`config.mk`:
```
export PLATFORM = sky130hd
export DESIGN_NAME = multu_top
export DESIGN_NICKNAME = d
export VERILOG_FILES = /design/src/source/mult_data_pkg.sv /design/src/source/mult_ctrl_pkg.sv /design/src/source/multu_operand_stage.sv /design/src/source/multu_control.sv /design/src/source/multu_datapath.sv /design/src/source/multu_result_stage.sv /design/src/source/multu_top.sv
export VERILOG_INCLUDE_DIRS = /design/src /design/src/source
export SDC_FILE = /design/constraint.sdc
export NUM_CORES = 1
export LEC_CHECK = 0
export BUFFER_PORTS_ARGS = -buffer_cell sky130_fd_sc_hd__buf_2
export CAP_MARGIN = 20
export CORE_ASPECT_RATIO = 1.25
export CORE_MARGIN = 10
export CORE_UTILIZATION = 25
export DETAILED_ROUTE_END_ITERATION = 6
export HOLD_SLACK_MARGIN = 0.02
export PLACE_DENSITY_LB_ADDON = 0.08
export SYNTH_ARGS = -nofsm -noshare
export SYNTH_HDL_FRONTEND = slang
export SYNTH_HIERARCHICAL = 1
export SYNTH_SLANG_ARGS = --single-unit
```
`constraint.sdc`:
```
create_clock -name m_clk -period 5.5 [get_ports m_clk]
set_input_delay 1.1 -clock m_clk [delete_from_list [all_inputs] [get_ports m_clk]]
set_output_delay 1.1 -clock m_clk [all_outputs]
set_load 0.005 [all_outputs]
```
`src/source/mult_macros.svh`:
```
// Multiply unit widths
`ifndef MULT_MACROS_SVH
`define MULT_MACROS_SVH

// operand width, also the width of the HI and LO words
`define MULT_WIDTH 32

// shift counter width
// top bit set means all 32 shifts are done
`define MULT_CNT_WIDTH 6

// full product, HI and LO side by side
`define MULT_PROD_WIDTH (2 * `MULT_WIDTH)

`endif

```
`src/source/mult_data_pkg.sv`:
```
// Multiply data types
`default_nettype none

`include "mult_macros.svh"

package mult_data_pkg;

  // the two 32-bit halves of the product register
  typedef struct packed {
    logic [`MULT_WIDTH-1:0] hi; // add target, becomes HI
    logic [`MULT_WIDTH-1:0] lo; // starts as the multiplier, becomes LO
  } mult_halves_t;

  // product register, seen as one word for the shift
  // and as two halves for the add and the result split
  typedef union packed {
    logic [`MULT_PROD_WIDTH-1:0] whole;
    mult_halves_t                half;
  } mult_product_u;

endpackage

`default_nettype wire

```
`src/source/mult_ctrl_pkg.sv`:
```
// Multiply control types
`default_nettype none

package mult_ctrl_pkg;

  // operation the datapath does this cycle
  typedef enum logic {
    STEP_ADD   = 1'b0, // add the selected source into hi
    STEP_SHIFT = 1'b1  // shift carry, hi and lo right by one
  } mult_step_e;

  // what goes into hi on an add step
  // on a shift step ADD_ZERO means hold, the product stays frozen
  typedef enum logic {
    ADD_MCAND = 1'b0, // product lsb was 1
    ADD_ZERO  = 1'b1  // product lsb was 0
  } mult_addend_e;

endpackage

`default_nettype wire

```
`src/source/multu_operand_stage.sv`:
```
// Multiply operand stage
`timescale 1ns/1ps
`default_nettype none

`include "mult_macros.svh"

module multu_operand_stage
(
  input  logic                   m_clk,
  input  logic                   arst_n,
  input  logic                   do_mult,      // start strobe, sampled each edge
  input  logic                   busy,         // engine running
  input  logic [`MULT_WIDTH-1:0] multiplicand,
  input  logic [`MULT_WIDTH-1:0] multiplier,
  output logic                   load,         // one-cycle start to the engine
  output logic [`MULT_WIDTH-1:0] load_mcand,
  output logic [`MULT_WIDTH-1:0] load_mplier
);

  logic accept;

  // start is taken only when the engine is idle and no load is in flight
  // busy rises one cycle after load, so load covers that gap
  assign accept = do_mult && !busy && !load;

  always_ff @(posedge m_clk or negedge arst_n)
  begin
    if (!arst_n)
    begin
      load <= 1'b0;
    end
    else
    begin
      load <= accept; // a held start gives one pulse
    end
  end

  // operand latches, only written on accept
  always_ff @(posedge m_clk)
  begin
    if (accept)
    begin
      load_mcand  <= multiplicand;
      load_mplier <= multiplier;
    end
  end

endmodule

`default_nettype wire

```
`src/source/multu_control.sv`:
```
// Multiply shift-add control
`timescale 1ns/1ps
`default_nettype none

`include "mult_macros.svh"

module multu_control import mult_ctrl_pkg::*;
(
  input  logic         m_clk,
  input  logic         arst_n,
  input  logic         load,      // start of a new multiply
  input  logic         prod_lsb,  // lsb of the product lo half
  output mult_step_e   step,      // add or shift this cycle
  output mult_addend_e addend,    // multiplicand or zero on add steps
  output logic         busy,      // multiply in progress
  output logic         step_done  // one cycle, product is final
);

  mult_step_e                 op_q;          // which op comes next
  logic [`MULT_CNT_WIDTH-1:0] shift_cnt;     // shifts done so far
  logic [`MULT_CNT_WIDTH-1:0] shift_cnt_inc;
  logic                       cnt_top;       // 32 shifts reached
  logic                       cnt_top_q;     // delayed copy for the edge detect
  logic                       shifting;
  logic                       last_shift;

  assign shift_cnt_inc = shift_cnt + `MULT_CNT_WIDTH'(1);
  assign cnt_top       = shift_cnt[`MULT_CNT_WIDTH-1];
  assign shifting      = busy && (op_q == STEP_SHIFT);
  // the 32nd shift, count rolls into the top bit
  assign last_shift    = shifting && shift_cnt_inc[`MULT_CNT_WIDTH-1];

  always_ff @(posedge m_clk or negedge arst_n)
  begin
    if (!arst_n)
    begin
      op_q      <= STEP_SHIFT;
      busy      <= 1'b0;
      shift_cnt <= '0;
      cnt_top_q <= 1'b0;
    end
    else
    begin
      cnt_top_q <= cnt_top;
      if (load)
      begin
        op_q      <= STEP_ADD; // always begin with an add
        busy      <= 1'b1;
        shift_cnt <= '0;
      end
      else if (busy)
      begin
        // alternate add, shift, add, shift ...
        op_q <= (op_q == STEP_ADD) ? STEP_SHIFT : STEP_ADD;
        if (shifting)
        begin
          shift_cnt <= shift_cnt_inc;
        end
        if (last_shift)
        begin
          busy <= 1'b0; // drops together with the top bit rising
        end
      end
    end
  end

  // step and source select
  always_comb
  begin
    if (busy)
    begin
      step = op_q;
      if (op_q == STEP_ADD)
        addend = mult_addend_e'(~prod_lsb); // lsb 1 adds the multiplicand
      else
        addend = ADD_MCAND; // plain shift
    end
    else
    begin
      // idle or finished, hold the product where it is
      step   = STEP_SHIFT;
      addend = ADD_ZERO;
    end
  end

  // rising edge of the counter top bit
  assign step_done = cnt_top && !cnt_top_q;

endmodule

`default_nettype wire

```
`src/source/multu_datapath.sv`:
```
// Multiply shift-add datapath
`timescale 1ns/1ps
`default_nettype none

`include "mult_macros.svh"

module multu_datapath import mult_data_pkg::*, mult_ctrl_pkg::*;
(
  input  logic                   m_clk,
  input  logic                   arst_n,
  input  logic                   load,        // start, load the operands
  input  logic [`MULT_WIDTH-1:0] load_mcand,
  input  logic [`MULT_WIDTH-1:0] load_mplier,
  input  mult_step_e             step,
  input  mult_addend_e           addend,
  output logic                   prod_lsb,    // decides the next addend
  output mult_product_u          product
);

  logic [`MULT_WIDTH-1:0] mcand_q;  // multiplicand, held for the whole run
  logic [`MULT_WIDTH-1:0] add_val;  // multiplicand or zero
  logic [`MULT_WIDTH:0]   sum;      // 33 bits, carry out on top
  logic                   carry;    // add carry, waits for the next shift
  mult_product_u          prod_q;

  assign add_val = (addend == ADD_MCAND) ? mcand_q : '0;
  assign sum     = {1'b0, prod_q.half.hi} + {1'b0, add_val};

  always_ff @(posedge m_clk)
  begin
    if (load)
    begin
      mcand_q <= load_mcand;
    end
  end

  always_ff @(posedge m_clk or negedge arst_n)
  begin
    if (!arst_n)
    begin
      prod_q <= '0;
      carry  <= 1'b0;
    end
    else if (load)
    begin
      prod_q.half.hi <= '0;          // accumulator starts empty
      prod_q.half.lo <= load_mplier; // multiplier bits shift out of lo
      carry          <= 1'b0;
    end
    else if (step == STEP_ADD)
    begin
      {carry, prod_q.half.hi} <= sum;
    end
    else if (addend == ADD_MCAND)
    begin
      // 65-bit right shift, the carry enters at the top of hi
      prod_q.whole <= {carry, prod_q.whole[`MULT_PROD_WIDTH-1:1]};
      carry        <= 1'b0;
    end
    // shift with zero source is the hold code, nothing changes
  end

  assign prod_lsb = prod_q.half.lo[0];
  assign product  = prod_q;

endmodule

`default_nettype wire

```
`src/source/multu_result_stage.sv`:
```
// Multiply result stage
`timescale 1ns/1ps
`default_nettype none

`include "mult_macros.svh"

module multu_result_stage import mult_data_pkg::*;
(
  input  logic                   m_clk,
  input  logic                   arst_n,
  input  logic                   step_done, // product is final this cycle
  input  mult_product_u          product,
  output logic [`MULT_WIDTH-1:0] hi,        // architectural HI
  output logic [`MULT_WIDTH-1:0] lo,        // architectural LO
  output logic                   mult_done  // one cycle, hi and lo valid
);

  always_ff @(posedge m_clk or negedge arst_n)
  begin
    if (!arst_n)
    begin
      hi        <= '0;
      lo        <= '0;
      mult_done <= 1'b0;
    end
    else
    begin
      mult_done <= step_done; // step_done is a single pulse
      if (step_done)
      begin
        // split into the two words
        hi <= product.half.hi;
        lo <= product.half.lo;
      end
      // otherwise HI and LO keep the last result
    end
  end

endmodule

`default_nettype wire

```
`src/source/multu_top.sv`:
```
// Unsigned multiply unit
`timescale 1ns/1ps
`default_nettype none

`include "mult_macros.svh"

module multu_top import mult_data_pkg::*, mult_ctrl_pkg::*;
(
  input  logic                   m_clk,
  input  logic                   arst_n,
  input  logic                   do_mult,
  input  logic [`MULT_WIDTH-1:0] multiplicand,
  input  logic [`MULT_WIDTH-1:0] multiplier,
  output logic [`MULT_WIDTH-1:0] hi,
  output logic [`MULT_WIDTH-1:0] lo,
  output logic                   mult_done
);

  logic                   load;
  logic [`MULT_WIDTH-1:0] load_mcand;
  logic [`MULT_WIDTH-1:0] load_mplier;
  logic                   busy;
  mult_step_e             step;
  mult_addend_e           addend;
  logic                   prod_lsb;
  mult_product_u          product;
  logic                   step_done;

  // start strobe and operand latch
  multu_operand_stage u_operand (
    .m_clk(m_clk), .arst_n(arst_n), .do_mult(do_mult), .busy(busy),
    .multiplicand(multiplicand), .multiplier(multiplier),
    .load(load), .load_mcand(load_mcand), .load_mplier(load_mplier)
  );

  // engine, control half
  multu_control u_control (
    .m_clk(m_clk), .arst_n(arst_n), .load(load), .prod_lsb(prod_lsb),
    .step(step), .addend(addend), .busy(busy), .step_done(step_done)
  );

  // engine, data half
  multu_datapath u_datapath (
    .m_clk(m_clk), .arst_n(arst_n), .load(load),
    .load_mcand(load_mcand), .load_mplier(load_mplier),
    .step(step), .addend(addend), .prod_lsb(prod_lsb), .product(product)
  );

  // HI and LO registers
  multu_result_stage u_result (
    .m_clk(m_clk), .arst_n(arst_n), .step_done(step_done), .product(product),
    .hi(hi), .lo(lo), .mult_done(mult_done)
  );

endmodule

`default_nettype wire

```
==> key figures <==
Floorplan
  • Core ar.: 44000 sq um
  • Die Y: 255 microns
  • Starting Density: 25.2%
  • Chip width: 208 microns
  • # IOs: 132
  • Row count: 86
  • Die ar.: 53200 sq um

Worst setup path
  • Worst EP required: 5960 ps
  • CP Capture Type: flop
  • Crit Path Class: flop to flop
  • Critical-path maximum fanout: 29
  • WP data arrival: 4180 ps
  • Element type at the critical path start: flop
  • FF-to-FF path depth: 11

Synth
  • Yosys cell types: 63
  • Top-area cell type share of the netlist area: 31.4%
  • Mapped Area: 11100 sq um
  • Leading area contributor after synthesis: dfrtp_1
  • Seq/Total Area, Yosys: 57.6%
  • Flops & latches, synth: 236
  • Cell count after synthesis: 860
  • Area contributors post-synth: dfrtp_1 31%, edfxtp_1 26%, mux2_4 8.1%
  • Number of synthesized flops with an enable pin: 96
  • Prevailing post-synth register cell: dfrtp_1
  • Syn avg cell area: 12.9 sq um
  • Yosys warning count: 6
  • Async SR Flop Fraction: 59.3%
  • Synth Net Count: 961

Detailed routing
  • 1st-pass router iterations: 4
  • Drt drc: 0
  • Initial DRC count: 268
  • WL final: 30.7 mm
  • Vias: 7102
  • Via density: 4.49
  • Final ANT Viol Nets: 0
  • Routed len/inst: 19.4 microns

CTS
  • Postcts setup bufs: 0
  • Post-CTS resize count: 0
  • Root Buffer: clkbuf_16
  • Skew-Pair Late Insertion Delay: 560 ps
  • Clock-pin slew on the worst setup and hold paths: 70 ps
  • CTS sink cnt: 236
  • TritonCTS buffer count: 27
  • CTS tree: yes
  • H-tree depth reported by CTS: 1
  • CTS hold repair buffers: 0
  • Clk buf depth: 3

Placed design
  • Final GP Congestion: 0.807
  • Dpl ws: 1730 ps
  • Detailed Place HPWL: 21.2 mm
  • Post-DP Area: 12300 sq um
  • # placed instances: 1533
  • PortBufs: 131

Layout
  • Antenna diodes: 0
  • Post-Layout Inst Area: 13200 sq um
  • Layout cell share with drive strength beyond 1: 25.9%
  • Fin cells: 1583
  • Most common cell after layout, fill and taps aside: dfrtp_1
  • Final nets: 1091
  • Area delta synth->final: 19.1%
  • Most frequent cells in the layout: 138 x dfrtp_1, 130 x buf_2, 96 x edfxtp_1

Global routing
  • Top Usage Layer GRT: met2
  • Vias in the first global route: 7805
  • Overall routing resource usage: 11.3%
  • Global-route wire length before repair: 48.3 mm
  • Grt ovf: 0
  • Largest net degree at the start of global routing: 66
  • Met1 GRT Util: 13.7%
  • Initial antenna violation count: 4
  • GR Util met2: 19.1%
  • GR Layer Usage met3: 2.72%

Timing
  • Min cycle time layout: 3710 ps
  • Worst-margin pin slew: 1090 ps
  • FMAX: 0.269 GHz
  • Final Skew: 24.8 ps
  • Final WS setup: 1790 ps
  • Period utilization: 67.5%
  • Slew Limit Fails: 0
  • Slew Limit Headroom: 27.3%
  • Setup TNS: 0 ps
  • Setup Viol. Count Final: 0
  • RSZ-0062 raised after global routing: no
  • Min Hold Slack: 417 ps
  • Hold Vio Cnt, Final: 0

Run status
  • Status: finished clean

Pwr
  • PwrDens: 525 nW/um^2
  • Leakage: 5.66 nW
  • Peak VDD IR: 0.245 mV

Run
  • Count of max-cap constraint violations: 0

Hold path
  • Worst hold path depth: 0
  • Worst hold path type: flop to flop
## layout make-up
type	instances	area, sq um
clock buffer	41	779
clock inverter	9	97.6
fill	4496	30800
inverter	14	52.6
multi-input combinational	569	4420
sequential	236	6390
tap	572	716
timing repair buffer	142	757
## final timing paths
kind / slack [ps] / endpoint / startpoint
max: 1790 / u_datapath/product[63] / u_datapath/product[0]
min: 420 / u_datapath/mcand_q[21] / u_operand/load_mcand[21]
max reg2reg: 1790 / u_datapath/product[63] / u_datapath/product[0]
min reg2reg: 420 / u_datapath/mcand_q[21] / u_operand/load_mcand[21]
max in group asynchronous: 3840 / u_control/op_q / arst_n
min in group asynchronous: 590 / u_result/hi[6] / arst_n
## Yosys cell counts (10+ instances only)
cell type	count
dfrtp_1	139
edfxtp_1	96
nand2_1	66
mux2i_1	64
mux2_4	60
o21ai_0	51
a21oi_1	44
nor2_1	42
nor2b_1	35
ha_1	33
clkbuf_1	26
a211oi_1	15
inv_1	14
a21o_1	13
nand3_1	13
xnor2_1	13
o22ai_1	10
## power by group
| part | total [mW] | internal (mW) | switching [mW] | leakage, nW |
|---|---|---|---|---|
| registers | 2.47 | 2.15 | 0.316 | 2.72 |
| logic | 2.64 | 1.07 | 1.57 | 2.51 |
| clock network | 1.83 | 1.07 | 0.759 | 0.424 |
| total | 6.93 | 4.29 | 2.65 | 5.66 |
## per-stage QoR
stage / utilization (%) / power (mW)
CTS: 30.0 / 7.07
global route: 30.0 / 7.46
global placement: 28.0 / 5.19
detailed placement: 28.0 / 5.18
floorplan: - / 4.38
finish: 30.0 / 6.93
## state kept, by name, indices dropped and copies added, names as in the netlist
name,cells
u_datapath/mcand_q,32
u_control/cnt_top_q,1
u_datapath/carry,1
u_operand/load,1
u_result/lo,32
u_control/op_q,1
u_operand/load_mplier,32
u_datapath/product,64
u_result/mult_done,1
u_control/shift_cnt,6
u_control/busy,1
u_result/hi,32
u_operand/load_mcand,32
## routing by layer
layer	part of all wire [%]	up-vias
li1	-	3423
met1	43	3461
met2	49	155
met3	5.1	55
met4	2.8	8
met5	0.13	-
## critical path, cell delays in order, from the launching register on
cell and delay, ps:
dfrtp_1 430, o21ai_4 570, buf_4 540, nor2b_1 100, ha_1 400, nand2_1 140
nor3_2 380, nand3_1 130, a211oi_1 310, o21ai_1 150, and3_1 180, o32ai_1 270
## cells by family after synthesis
kind of cell	synth area share, %
adder cells (fa/ha/maj)	3.90
multiplexers	14.5
buffers and inverters	2.89
XOR/XNOR	1.58
AND/OR/NAND/NOR	8.60
AO/OA/AOI/OAI	10.9
flip-flops	57.6
(Power assumes the default switching activity.)
